--- src/hdl/rv_pkg.sv ---
`default_nettype none

package rv_pkg;

    localparam int XLEN       = 32;
    localparam int REG_ADDR_W = 5;

    localparam logic [XLEN-1:0] NOP_INSTR = 32'h0000_0013; // addi x0, x0, 0

    // major opcodes still decoded, anything else is a bubble
    typedef enum logic [6:0] {
        OP_REG   = 7'b0110011,
        OP_IMM   = 7'b0010011,
        OP_LOAD  = 7'b0000011,
        OP_STORE = 7'b0100011
    } opcode_e;

    typedef enum logic [3:0] {
        ALU_ADD, ALU_SUB, ALU_AND, ALU_OR, ALU_XOR,
        ALU_SLT, ALU_SLL, ALU_SRL, ALU_SRA
    } alu_op_e;

    // execute operand source
    typedef enum logic [1:0] {FWD_NONE, FWD_EXMEM, FWD_MEMWB} fwd_sel_e;

    function automatic logic [REG_ADDR_W-1:0] rd_of(input logic [XLEN-1:0] instr);
        return instr[11:7];
    endfunction

    function automatic logic [REG_ADDR_W-1:0] rs1_of(input logic [XLEN-1:0] instr);
        return instr[19:15];
    endfunction

    function automatic logic [REG_ADDR_W-1:0] rs2_of(input logic [XLEN-1:0] instr);
        return instr[24:20];
    endfunction

    function automatic logic [XLEN-1:0] imm_i(input logic [XLEN-1:0] instr);
        return {{20{instr[31]}}, instr[31:20]};
    endfunction

    function automatic logic [XLEN-1:0] imm_s(input logic [XLEN-1:0] instr);
        return {{20{instr[31]}}, instr[31:25], instr[11:7]};
    endfunction

endpackage

`default_nettype wire

--- src/hdl/decode_stage.sv ---
`default_nettype none

module decode_stage (
    input  wire                            clk,
    input  wire                            rst_n,
    input  wire  [rv_pkg::XLEN-1:0]        i_instr,
    input  wire                            i_hold,
    input  wire                            i_bubble,
    output logic [rv_pkg::REG_ADDR_W-1:0]  o_rs1_idx,
    output logic [rv_pkg::REG_ADDR_W-1:0]  o_rs2_idx,
    input  wire  [rv_pkg::XLEN-1:0]        i_rs1_data,
    input  wire  [rv_pkg::XLEN-1:0]        i_rs2_data,
    input  wire                            i_wb_we,
    input  wire  [rv_pkg::REG_ADDR_W-1:0]  i_wb_idx,
    input  wire  [rv_pkg::XLEN-1:0]        i_wb_data,
    output rv_pkg::alu_op_e                o_ex_alu_op,
    output logic                           o_ex_use_imm,
    output logic [rv_pkg::XLEN-1:0]        o_ex_imm,
    output logic [rv_pkg::XLEN-1:0]        o_ex_rs1_data,
    output logic [rv_pkg::XLEN-1:0]        o_ex_rs2_data,
    output logic [rv_pkg::REG_ADDR_W-1:0]  o_ex_rs1_idx,
    output logic [rv_pkg::REG_ADDR_W-1:0]  o_ex_rs2_idx,
    output logic [rv_pkg::REG_ADDR_W-1:0]  o_ex_rd_idx,
    output logic                           o_ex_reg_we,
    output logic                           o_ex_mem_re,
    output logic                           o_ex_mem_we
);
    import rv_pkg::*;

    opcode_e               opcode;
    alu_op_e               alu_op;
    logic                  reg_we, mem_re, mem_we, use_imm;
    logic                  rs1_used, rs2_used;
    logic [XLEN-1:0]       imm;
    logic [REG_ADDR_W-1:0] rd_idx;
    logic [XLEN-1:0]       rs1_val, rs2_val;

    assign opcode = opcode_e'(i_instr[6:0]);

    always_comb begin
        reg_we   = 1'b0;
        mem_re   = 1'b0;
        mem_we   = 1'b0;
        use_imm  = 1'b0;
        rs1_used = 1'b0;
        rs2_used = 1'b0;
        imm      = imm_i(i_instr);
        alu_op   = ALU_ADD; // address calc for loads and stores
        case (opcode)
            OP_REG: begin
                reg_we   = 1'b1;
                rs1_used = 1'b1;
                rs2_used = 1'b1;
            end
            OP_IMM, OP_LOAD: begin
                reg_we   = 1'b1;
                mem_re   = (opcode == OP_LOAD);
                use_imm  = 1'b1;
                rs1_used = 1'b1;
            end
            OP_STORE: begin
                mem_we   = 1'b1;
                use_imm  = 1'b1;
                imm      = imm_s(i_instr);
                rs1_used = 1'b1;
                rs2_used = 1'b1;
            end
            default: ; // unsupported, goes down as a bubble
        endcase
        if (opcode == OP_REG || opcode == OP_IMM) begin
            case (i_instr[14:12])
                3'b000:  alu_op = (opcode == OP_REG && i_instr[30]) ? ALU_SUB : ALU_ADD;
                3'b001:  alu_op = ALU_SLL;
                3'b010:  alu_op = ALU_SLT;
                3'b100:  alu_op = ALU_XOR;
                3'b101:  alu_op = i_instr[30] ? ALU_SRA : ALU_SRL;
                3'b110:  alu_op = ALU_OR;
                3'b111:  alu_op = ALU_AND;
                default: alu_op = ALU_ADD;
            endcase
        end
    end

    // unused sources read as x0 so they never trip a hazard
    assign o_rs1_idx = rs1_used ? rs1_of(i_instr) : '0;
    assign o_rs2_idx = rs2_used ? rs2_of(i_instr) : '0;
    assign rd_idx    = reg_we ? rd_of(i_instr) : '0;

    // same-cycle writeback bypass
    assign rs1_val = (i_wb_we && i_wb_idx != '0 && i_wb_idx == o_rs1_idx) ? i_wb_data : i_rs1_data;
    assign rs2_val = (i_wb_we && i_wb_idx != '0 && i_wb_idx == o_rs2_idx) ? i_wb_data : i_rs2_data;

    always_ff @(posedge clk or negedge rst_n) begin
        if (!rst_n) begin
            o_ex_reg_we  <= 1'b0;
            o_ex_mem_re  <= 1'b0;
            o_ex_mem_we  <= 1'b0;
            o_ex_rd_idx  <= '0;
            o_ex_rs1_idx <= '0;
            o_ex_rs2_idx <= '0;
        end else if (!i_hold) begin
            o_ex_reg_we  <= reg_we & ~i_bubble; // load-use bubble
            o_ex_mem_re  <= mem_re & ~i_bubble;
            o_ex_mem_we  <= mem_we & ~i_bubble;
            o_ex_rd_idx  <= i_bubble ? '0 : rd_idx;
            o_ex_rs1_idx <= i_bubble ? '0 : o_rs1_idx;
            o_ex_rs2_idx <= i_bubble ? '0 : o_rs2_idx;
        end
    end

    always_ff @(posedge clk) begin
        if (!i_hold) begin
            o_ex_alu_op   <= alu_op;
            o_ex_use_imm  <= use_imm;
            o_ex_imm      <= imm;
            o_ex_rs1_data <= rs1_val;
            o_ex_rs2_data <= rs2_val;
        end
    end

endmodule

`default_nettype wire

--- src/hdl/execute_stage.sv ---
`default_nettype none

module execute_stage (
    input  wire                            clk,
    input  wire                            rst_n,
    input  wire                            i_freeze,
    input  var   rv_pkg::alu_op_e          i_alu_op,
    input  wire                            i_use_imm,
    input  wire  [rv_pkg::XLEN-1:0]        i_imm,
    input  wire  [rv_pkg::XLEN-1:0]        i_rs1_data,
    input  wire  [rv_pkg::XLEN-1:0]        i_rs2_data,
    input  wire  [rv_pkg::REG_ADDR_W-1:0]  i_rd_idx,
    input  wire                            i_reg_we,
    input  wire                            i_mem_re,
    input  wire                            i_mem_we,
    input  var   rv_pkg::fwd_sel_e         i_fwd_a,
    input  var   rv_pkg::fwd_sel_e         i_fwd_b,
    input  wire  [rv_pkg::XLEN-1:0]        i_mem_alu_result,
    input  wire  [rv_pkg::XLEN-1:0]        i_wb_data,
    output logic [rv_pkg::XLEN-1:0]        o_mem_alu_result,
    output logic [rv_pkg::XLEN-1:0]        o_mem_store_data,
    output logic [rv_pkg::REG_ADDR_W-1:0]  o_mem_rd_idx,
    output logic                           o_mem_reg_we,
    output logic                           o_mem_re,
    output logic                           o_mem_we
);
    import rv_pkg::*;

    logic [XLEN-1:0] op_a, op_b;
    logic [XLEN-1:0] rs2_fwd;
    logic [XLEN-1:0] alu_result;

    function automatic logic [XLEN-1:0] fwd_mux(input fwd_sel_e sel,
                                                input logic [XLEN-1:0] reg_val,
                                                input logic [XLEN-1:0] exmem_val,
                                                input logic [XLEN-1:0] memwb_val);
        case (sel)
            FWD_EXMEM: return exmem_val;
            FWD_MEMWB: return memwb_val;
            default:   return reg_val;
        endcase
    endfunction

    always_comb begin
        op_a    = fwd_mux(i_fwd_a, i_rs1_data, i_mem_alu_result, i_wb_data);
        rs2_fwd = fwd_mux(i_fwd_b, i_rs2_data, i_mem_alu_result, i_wb_data);
        op_b    = i_use_imm ? i_imm : rs2_fwd;
    end

    always_comb begin
        case (i_alu_op)
            ALU_SUB: alu_result = op_a - op_b;
            ALU_AND: alu_result = op_a & op_b;
            ALU_OR:  alu_result = op_a | op_b;
            ALU_XOR: alu_result = op_a ^ op_b;
            ALU_SLT: alu_result = {{(XLEN-1){1'b0}}, $signed(op_a) < $signed(op_b)};
            ALU_SLL: alu_result = op_a << op_b[4:0]; // only low five bits shift
            ALU_SRL: alu_result = op_a >> op_b[4:0];
            ALU_SRA: alu_result = $signed(op_a) >>> op_b[4:0];
            default: alu_result = op_a + op_b;
        endcase
    end

    always_ff @(posedge clk or negedge rst_n) begin
        if (!rst_n) begin
            o_mem_rd_idx <= '0;
            o_mem_reg_we <= 1'b0;
            o_mem_re     <= 1'b0;
            o_mem_we     <= 1'b0;
        end else if (!i_freeze) begin
            o_mem_rd_idx <= i_rd_idx;
            o_mem_reg_we <= i_reg_we;
            o_mem_re     <= i_mem_re;
            o_mem_we     <= i_mem_we;
        end
    end

    always_ff @(posedge clk) begin
        if (!i_freeze) begin
            o_mem_alu_result <= alu_result;
            o_mem_store_data <= rs2_fwd; // forwarded rs2 for sw
        end
    end

endmodule

`default_nettype wire

--- src/hdl/fetch_stage.sv ---
`default_nettype none

module fetch_stage #(
    parameter logic [rv_pkg::XLEN-1:0] RESET_PC = '0
) (
    input  wire                       clk,
    input  wire                       rst_n,
    input  wire                       i_hold,
    output logic [rv_pkg::XLEN-3:0]   o_imem_addr,
    input  wire  [rv_pkg::XLEN-1:0]   i_imem_rdata,
    output logic [rv_pkg::XLEN-1:0]   o_instr
);
    import rv_pkg::*;

    logic [XLEN-1:0] pc;

    assign o_imem_addr = pc[XLEN-1:2]; // word address, imem answers same cycle

    // pc and IF/ID move together, held on load-use or freeze
    always_ff @(posedge clk or negedge rst_n) begin
        if (!rst_n) begin
            pc      <= RESET_PC;
            o_instr <= NOP_INSTR;
        end else if (!i_hold) begin
            pc      <= pc + XLEN'(4);
            o_instr <= i_imem_rdata;
        end
    end

endmodule

`default_nettype wire

--- src/hdl/hazard_ctrl.sv ---
`default_nettype none

module hazard_ctrl (
    input  wire [rv_pkg::REG_ADDR_W-1:0] i_id_rs1_idx,
    input  wire [rv_pkg::REG_ADDR_W-1:0] i_id_rs2_idx,
    input  wire [rv_pkg::REG_ADDR_W-1:0] i_ex_rs1_idx,
    input  wire [rv_pkg::REG_ADDR_W-1:0] i_ex_rs2_idx,
    input  wire [rv_pkg::REG_ADDR_W-1:0] i_ex_rd_idx,
    input  wire                          i_ex_mem_re,
    input  wire [rv_pkg::REG_ADDR_W-1:0] i_mem_rd_idx,
    input  wire                          i_mem_reg_we,
    input  wire [rv_pkg::REG_ADDR_W-1:0] i_wb_rd_idx,
    input  wire                          i_wb_reg_we,
    input  wire                          i_dmem_valid,
    input  wire                          i_dmem_ready,
    output rv_pkg::fwd_sel_e             o_fwd_a,
    output rv_pkg::fwd_sel_e             o_fwd_b,
    output logic                         o_hold_front,
    output logic                         o_bubble_id,
    output logic                         o_freeze
);
    import rv_pkg::*;

    logic load_use;

    // youngest producer wins, a producer writing x0 never forwards
    function automatic fwd_sel_e fwd_pick(input logic [REG_ADDR_W-1:0] src);
        if (i_mem_reg_we && i_mem_rd_idx != '0 && i_mem_rd_idx == src)
            return FWD_EXMEM;
        if (i_wb_reg_we && i_wb_rd_idx != '0 && i_wb_rd_idx == src)
            return FWD_MEMWB;
        return FWD_NONE;
    endfunction

    always_comb begin
        o_fwd_a = fwd_pick(i_ex_rs1_idx);
        o_fwd_b = fwd_pick(i_ex_rs2_idx);
        a_no_x0_fwd: assert ((i_ex_rs1_idx != '0 || o_fwd_a == FWD_NONE) &&
                             (i_ex_rs2_idx != '0 || o_fwd_b == FWD_NONE))
            else $error("forward select set for x0 source");
    end

    // load result only exists after MEM so the consumer waits one cycle
    assign load_use = i_ex_mem_re && i_ex_rd_idx != '0 &&
                      (i_ex_rd_idx == i_id_rs1_idx || i_ex_rd_idx == i_id_rs2_idx);

    assign o_freeze     = i_dmem_valid && !i_dmem_ready; // whole pipe waits on dmem
    assign o_bubble_id  = load_use;
    assign o_hold_front = load_use || o_freeze;

endmodule

`default_nettype wire

--- src/hdl/mem_stage.sv ---
`default_nettype none

module mem_stage (
    input  wire                            clk,
    input  wire                            rst_n,
    input  wire                            i_freeze,
    input  wire  [rv_pkg::XLEN-1:0]        i_alu_result,
    input  wire  [rv_pkg::XLEN-1:0]        i_store_data,
    input  wire  [rv_pkg::REG_ADDR_W-1:0]  i_rd_idx,
    input  wire                            i_reg_we,
    input  wire                            i_mem_re,
    input  wire                            i_mem_we,
    output logic                           o_dmem_valid,
    output logic                           o_dmem_we,
    output logic [rv_pkg::XLEN-3:0]        o_dmem_addr,
    output logic [rv_pkg::XLEN-1:0]        o_dmem_wdata,
    input  wire                            i_dmem_ready,
    input  wire  [rv_pkg::XLEN-1:0]        i_dmem_rdata,
    output logic                           o_wb_we,
    output logic [rv_pkg::REG_ADDR_W-1:0]  o_wb_idx,
    output logic [rv_pkg::XLEN-1:0]        o_wb_data
);
    import rv_pkg::*;

    // request comes straight off EX/MEM, stable while frozen
    assign o_dmem_valid = i_mem_re | i_mem_we;
    assign o_dmem_we    = i_mem_we;
    assign o_dmem_addr  = i_alu_result[XLEN-1:2];
    assign o_dmem_wdata = i_store_data;

    always_ff @(posedge clk or negedge rst_n) begin
        if (!rst_n) begin
            o_wb_we  <= 1'b0;
            o_wb_idx <= '0;
        end else if (!i_freeze) begin
            o_wb_we  <= i_reg_we;
            o_wb_idx <= i_rd_idx;
        end
    end

    // load data sampled on the transfer edge
    always_ff @(posedge clk) begin
        if (!i_freeze)
            o_wb_data <= i_mem_re ? i_dmem_rdata : i_alu_result;
    end

    a_req_stable: assert property (@(posedge clk) disable iff (!rst_n)
        (o_dmem_valid && !i_dmem_ready) |=>
            o_dmem_valid && $stable(o_dmem_we) && $stable(o_dmem_addr) && $stable(o_dmem_wdata));

endmodule

`default_nettype wire

--- src/hdl/reg_file.sv ---
`default_nettype none

module reg_file (
    input  wire                            clk,
    input  wire                            rst_n,
    input  wire  [rv_pkg::REG_ADDR_W-1:0]  i_rs1_idx,
    input  wire  [rv_pkg::REG_ADDR_W-1:0]  i_rs2_idx,
    output logic [rv_pkg::XLEN-1:0]        o_rs1_data,
    output logic [rv_pkg::XLEN-1:0]        o_rs2_data,
    input  wire                            i_we,
    input  wire  [rv_pkg::REG_ADDR_W-1:0]  i_wr_idx,
    input  wire  [rv_pkg::XLEN-1:0]        i_wr_data
);
    import rv_pkg::*;

    logic [XLEN-1:0] regs [0:2**REG_ADDR_W-1];

    assign o_rs1_data = regs[i_rs1_idx];
    assign o_rs2_data = regs[i_rs2_idx];

    // x0 cleared at reset and never written afterwards
    always_ff @(posedge clk or negedge rst_n) begin
        if (!rst_n)
            regs[0] <= '0;
        else if (i_we && i_wr_idx != '0) // x0 writes dropped
            regs[i_wr_idx] <= i_wr_data;
    end

    // x0 storage stays zero whatever the write port does
    a_x0_zero: assert property (@(posedge clk) disable iff (!rst_n)
        (i_rs1_idx != '0 || o_rs1_data == '0) && (i_rs2_idx != '0 || o_rs2_data == '0));

endmodule

`default_nettype wire

--- src/hdl/rv_core.sv ---
`default_nettype none

module rv_core #(
    parameter logic [rv_pkg::XLEN-1:0] RESET_PC = 32'h0000_0000
) (
    input  wire                       clk,
    input  wire                       rst_n,
    output logic [rv_pkg::XLEN-3:0]   o_imem_addr,
    input  wire  [rv_pkg::XLEN-1:0]   i_imem_rdata,
    output logic                      o_dmem_valid,
    output logic                      o_dmem_we,
    output logic [rv_pkg::XLEN-3:0]   o_dmem_addr,
    output logic [rv_pkg::XLEN-1:0]   o_dmem_wdata,
    input  wire                       i_dmem_ready,
    input  wire  [rv_pkg::XLEN-1:0]   i_dmem_rdata
);
    import rv_pkg::*;

    logic [XLEN-1:0]       if_instr;
    logic [REG_ADDR_W-1:0] id_rs1_idx, id_rs2_idx;
    logic [XLEN-1:0]       rf_rs1_data, rf_rs2_data;

    alu_op_e               ex_alu_op; // ID/EX contents
    logic                  ex_use_imm;
    logic [XLEN-1:0]       ex_imm, ex_rs1_data, ex_rs2_data;
    logic [REG_ADDR_W-1:0] ex_rs1_idx, ex_rs2_idx, ex_rd_idx;
    logic                  ex_reg_we, ex_mem_re, ex_mem_we;

    logic [XLEN-1:0]       mem_alu_result, mem_store_data; // EX/MEM contents
    logic [REG_ADDR_W-1:0] mem_rd_idx;
    logic                  mem_reg_we, mem_re, mem_we;

    logic                  wb_we;
    logic [REG_ADDR_W-1:0] wb_idx;
    logic [XLEN-1:0]       wb_data;

    fwd_sel_e              fwd_a, fwd_b;
    logic                  hold_front, bubble_id, freeze;

    fetch_stage #(.RESET_PC(RESET_PC)) u_fetch (
        .clk(clk), .rst_n(rst_n), .i_hold(hold_front),
        .o_imem_addr(o_imem_addr), .i_imem_rdata(i_imem_rdata), .o_instr(if_instr)
    );

    decode_stage u_decode (
        .clk(clk), .rst_n(rst_n), .i_instr(if_instr),
        .i_hold(freeze), .i_bubble(bubble_id),
        .o_rs1_idx(id_rs1_idx), .o_rs2_idx(id_rs2_idx),
        .i_rs1_data(rf_rs1_data), .i_rs2_data(rf_rs2_data),
        .i_wb_we(wb_we), .i_wb_idx(wb_idx), .i_wb_data(wb_data),
        .o_ex_alu_op(ex_alu_op), .o_ex_use_imm(ex_use_imm), .o_ex_imm(ex_imm),
        .o_ex_rs1_data(ex_rs1_data), .o_ex_rs2_data(ex_rs2_data),
        .o_ex_rs1_idx(ex_rs1_idx), .o_ex_rs2_idx(ex_rs2_idx), .o_ex_rd_idx(ex_rd_idx),
        .o_ex_reg_we(ex_reg_we), .o_ex_mem_re(ex_mem_re), .o_ex_mem_we(ex_mem_we)
    );

    reg_file u_reg_file (
        .clk(clk), .rst_n(rst_n),
        .i_rs1_idx(id_rs1_idx), .i_rs2_idx(id_rs2_idx),
        .o_rs1_data(rf_rs1_data), .o_rs2_data(rf_rs2_data),
        .i_we(wb_we), .i_wr_idx(wb_idx), .i_wr_data(wb_data)
    );

    hazard_ctrl u_hazard (
        .i_id_rs1_idx(id_rs1_idx), .i_id_rs2_idx(id_rs2_idx),
        .i_ex_rs1_idx(ex_rs1_idx), .i_ex_rs2_idx(ex_rs2_idx),
        .i_ex_rd_idx(ex_rd_idx), .i_ex_mem_re(ex_mem_re),
        .i_mem_rd_idx(mem_rd_idx), .i_mem_reg_we(mem_reg_we),
        .i_wb_rd_idx(wb_idx), .i_wb_reg_we(wb_we),
        .i_dmem_valid(o_dmem_valid), .i_dmem_ready(i_dmem_ready),
        .o_fwd_a(fwd_a), .o_fwd_b(fwd_b),
        .o_hold_front(hold_front), .o_bubble_id(bubble_id), .o_freeze(freeze)
    );

    execute_stage u_execute (
        .clk(clk), .rst_n(rst_n), .i_freeze(freeze),
        .i_alu_op(ex_alu_op), .i_use_imm(ex_use_imm), .i_imm(ex_imm),
        .i_rs1_data(ex_rs1_data), .i_rs2_data(ex_rs2_data), .i_rd_idx(ex_rd_idx),
        .i_reg_we(ex_reg_we), .i_mem_re(ex_mem_re), .i_mem_we(ex_mem_we),
        .i_fwd_a(fwd_a), .i_fwd_b(fwd_b),
        .i_mem_alu_result(mem_alu_result), .i_wb_data(wb_data),
        .o_mem_alu_result(mem_alu_result), .o_mem_store_data(mem_store_data),
        .o_mem_rd_idx(mem_rd_idx), .o_mem_reg_we(mem_reg_we),
        .o_mem_re(mem_re), .o_mem_we(mem_we)
    );

    mem_stage u_mem (
        .clk(clk), .rst_n(rst_n), .i_freeze(freeze),
        .i_alu_result(mem_alu_result), .i_store_data(mem_store_data),
        .i_rd_idx(mem_rd_idx), .i_reg_we(mem_reg_we),
        .i_mem_re(mem_re), .i_mem_we(mem_we),
        .o_dmem_valid(o_dmem_valid), .o_dmem_we(o_dmem_we),
        .o_dmem_addr(o_dmem_addr), .o_dmem_wdata(o_dmem_wdata),
        .i_dmem_ready(i_dmem_ready), .i_dmem_rdata(i_dmem_rdata),
        .o_wb_we(wb_we), .o_wb_idx(wb_idx), .o_wb_data(wb_data)
    );

endmodule

`default_nettype wire

--- config.mk ---
export PLATFORM = sky130hd
export DESIGN_NAME = rv_core
export DESIGN_NICKNAME = d
export VERILOG_FILES = /design/src/hdl/rv_pkg.sv /design/src/hdl/decode_stage.sv /design/src/hdl/execute_stage.sv /design/src/hdl/fetch_stage.sv /design/src/hdl/hazard_ctrl.sv /design/src/hdl/mem_stage.sv /design/src/hdl/reg_file.sv /design/src/hdl/rv_core.sv
export SDC_FILE = /design/constraint.sdc
export NUM_CORES = 2
export LEC_CHECK = 0
export BUFFER_PORTS_ARGS = -buffer_cell sky130_fd_sc_hd__buf_2
export CAP_MARGIN = 5
export CORE_ASPECT_RATIO = 1.2
export CORE_MARGIN = 2
export CORE_UTILIZATION = 45
export CTS_CLUSTER_SIZE = 40
export DETAILED_ROUTE_END_ITERATION = 7
export PLACE_DENSITY = 0.59
export SLEW_MARGIN = 30
export SYNTH_ARGS = -nofsm -noshare
export SYNTH_HDL_FRONTEND = slang
export SYNTH_SLANG_ARGS = --single-unit
export TNS_END_PERCENT = 30
--- constraint.sdc ---
create_clock -name clk -period 6.1 [get_ports clk]
set_input_delay 0.61 -clock clk [delete_from_list [all_inputs] [get_ports clk]]
set_output_delay 0.61 -clock clk [all_outputs]
set_load 0.01 [all_outputs]
==> reports/results.ini <==
[outcome]
outcome=completed

[routing]
wl_per_cell_um=34.88
drt_iter0_markers=6555
drc_errors=0
wirelength_mm=278.3
ant_nets=0
dr.pass1.iters=6
via_count=53182
via_per_inst=6.667

[setup_path]
path_common_cell=buf_4
arrival_ns=6.41
ff2ff_path_depth=19
endpoint_kind=flip-flop
startpoint_type=flip-flop
r2r-start=u_execute.o_mem_rd_idx[1]
critPathMaxStageDelay_ns=0.59
critical_path_class=reg -> reg
crit_buf_inv=3
crit_chain=or4_4, o211ai_2, nor2_1, or2_1, buf_4, o221a_2, ha_1, nand2_1, a21oi_1, a221o_1, a22oi_2, buf_4, o221ai_1, a221oi_1, buf_4, o311ai_1, a311oi_1, a21oi_1, a211o_1
cp_max_fo=11
startpoint=u_execute.o_mem_rd_idx[1]
cp.required_ns=6.64
crit_cells=19
critical_path.top_delay_family=compound AO/OA/AOI/OAI gates
crit_path_top_delay_cell=or4_4

[pwr]
power_density_nw_per_um2=275.3
p_leak_nw=28.81
vdd_drop_max_mv=0.2880

[min_path]
hold_start=i_imem_rdata[9]
worst_hold_path_type=in -> reg
hold_path_depth=2

[job]
maxCapViolCount=0

[place]
place_congestion=1.086
io_buffer_count=160
dp.final_hpwl_mm=183.8
dpl.cell_count=7686
placed_cell_area_um2=73210

[synthesis]
synth_top_area_frac=0.5090
synth.largest_area_cell=edfxtp_1
synthFlopType=edfxtp_1
synth_area_um2=68970
ys_seq_elements=1295
syn_inst=5773
ys_seq_area_frac=0.5547
synth_nets=5940
ys_warn_count=0
yosys-top-cells-area=edfxtp_1 51%, mux4_2 8.4%, nand2_1 5.2%
synth_edf_count=1169
synth_cell_types=100
avgSynthCellArea_um2=11.95
synthArstFlopShare=0.09730

[clocking]
clock_path_buffers=3
clock_sinks=1295
cts_tree=yes
clock_latency_ns=0.82
clk_pin_slew_worst_paths_ns=0.06
htreeDepth=4
cts-root-buf=clkbuf_16
cts_buffers=140

[sta]
setup_violations=0
skew_ns=0.03850
fin_setup_tns_ns=0
slew-limit-headroom=0.2793
grt_setup_unrepaired=no
hold_viol=0
hold_ws_ns=0.05645
slew_viol_final=0
finalCritPeriodShare=0.9629
layout_min_cycle_time_ns=5.874
worst_slew_pin_slew_ns=1.051
fmax_mhz=170.2

[global_routing]
grt_pass1_vias=51981
grt_max_degree=125
grt_antenna_before_repair=12
grt_util_all_layers=0.3520
grt_pass1_wl_mm=391.3
grt-ovfl-total=0

[floorplan]
io_pins=161
die_area_um2=156400
initial_core_util=0.4525
num_rows=157
die_h_um=432.9
core_um2=152400
fp.dieW_um=361.4

[cells_and_area]
syn2layout_area_growth_pct=13.41
final_common_cell=edfxtp_1
fillCellCount=13162
fin_area_um2=78220
drive_gt1_frac=0.1935
layout_common_cells=1169 x edfxtp_1, 949 x nand2_1, 365 x nand3_1, 272 x mux2i_1, 257 x mux4_2
fin_nets=6038
layoutNonFillerInstCount=7977
n_antenna_cell=0

==> Yosys cell counts (10+ instances only) <==
cell type and n:
o21ai_1 19, o22ai_1 23, nand2b_1 17, a221o_1 12, nand4_1 24, and2_1 12
buf_2 25, edfxtp_1 1169, o21bai_1 17, a221oi_1 18, xnor2_1 56, mux2_2 101
o31ai_1 11, buf_1 80, ha_1 98, o211ai_1 144, a22oi_1 17, o221a_2 25
a21oi_1 179, a31oi_1 122, nand3_1 366, nor2_1 280, o21a_1 10, clkbuf_1 359
o21ai_0 159, dfrtp_1 123, nand2_1 960, a21o_1 21, or3_1 39, mux4_2 257
xor2_1 26, nor4_1 10, mux2i_1 273, nor2b_1 74, nor3_1 31, o221ai_1 159
buf_4 39, a22o_1 11, a211oi_1 115, inv_1 90, and3_1 51
==> worst paths after layout <==
| kind | slack, ns | to |
|---|---|---|
| min | 0.06 | u_fetch.o_instr[9] |
| max | 0.23 | u_execute.o_mem_alu_result[29] |
| min reg2reg | 0.40 | u_reg_file.regs[1009] |
| max in group asynchronous | 4.59 | u_fetch.o_instr[22] |
| max reg2reg | 0.23 | u_execute.o_mem_alu_result[29] |
| min in group asynchronous | 0.27 | u_fetch.o_instr[29] |
==> through the flow <==
stage | utilization | setup WS, ns | power [W]
after detailed placement | 0.4802 | -0.2957 | 0.01293
after CTS | 0.5123 | 0.01124 | 0.02155
after floorplan | - | 0.4761 | 0.01180
after global routing | 0.5131 | 0.03934 | 0.02211
final | 0.5131 | 0.2262 | 0.02154
after global placement | 0.4773 | -0.2622 | 0.01293
==> layout make-up <==
type / instances / area [µm²] / share of cell area
Timing Repair Buffer: 463 / 3696 / 0.04725
Inverter: 100 / 385.4 / 0.004927
Clock buffer: 184 / 3780 / 0.04832
Multi-Input combinational cell: 3871 / 28720 / 0.3672
Sequential cell: 1295 / 38280 / 0.4894
Tap cell: 1987 / 2486 / 0.03178
Clock inverter: 77 / 870.8 / 0.01113
==> per-layer routing <==
layer,track usage,vias up,part of all wire
met4,0.2219,8,0.073
met3,0.07393,769,0.092
met5,0,-,0.00021
met1,0.4312,26852,0.36
met2,0.5695,3242,0.47
li1,-,22311,-
==> kinds of logic after synthesis <==
kind of cell | synth area share
compound gates | 0.1173
xor+xnor | 0.01065
fa+ha+maj | 0.01836
buf+inv | 0.03608
flops | 0.5547
mux | 0.1412
simple gates | 0.1217
==> repair_timing <==
action,4_1_cts,5_1_grt
setup buffers,1,5
gates resized for setup,1,14
endpoints found under the setup margin,8,8
pin swaps,3,3
hold endpoints to repair,46,0
hold buffers,22,0
==> sequential cells by signal, summed over array words and instances, names as in the netlist, 4 cells and up <==
name,flops
u_reg_file.regs,1024
u_decode.o_ex_rs1_data,32
u_decode.o_ex_rs2_data,32
u_execute.o_mem_alu_result,32
u_execute.o_mem_store_data,32
u_fetch.o_instr,32
u_mem.o_wb_data,32
u_fetch.pc,30
u_decode.o_ex_imm,12
u_decode.o_ex_rd_idx,5
u_decode.o_ex_rs1_idx,5
u_decode.o_ex_rs2_idx,5
u_execute.o_mem_rd_idx,5
u_mem.o_wb_idx,5
u_decode.o_ex_alu_op,4
==> power breakdown <==
| group | switching, W | internal (W) | leakage (nW) |
|---|---|---|---|
| sequential | 0.000246 | 0.0101 | 12.9 |
| combinational | 0.00169 | 0.000761 | 13.7 |
| clock | 0.00380 | 0.00490 | 2.26 |
No activity file was read; power rests on OpenSTA's default activity.
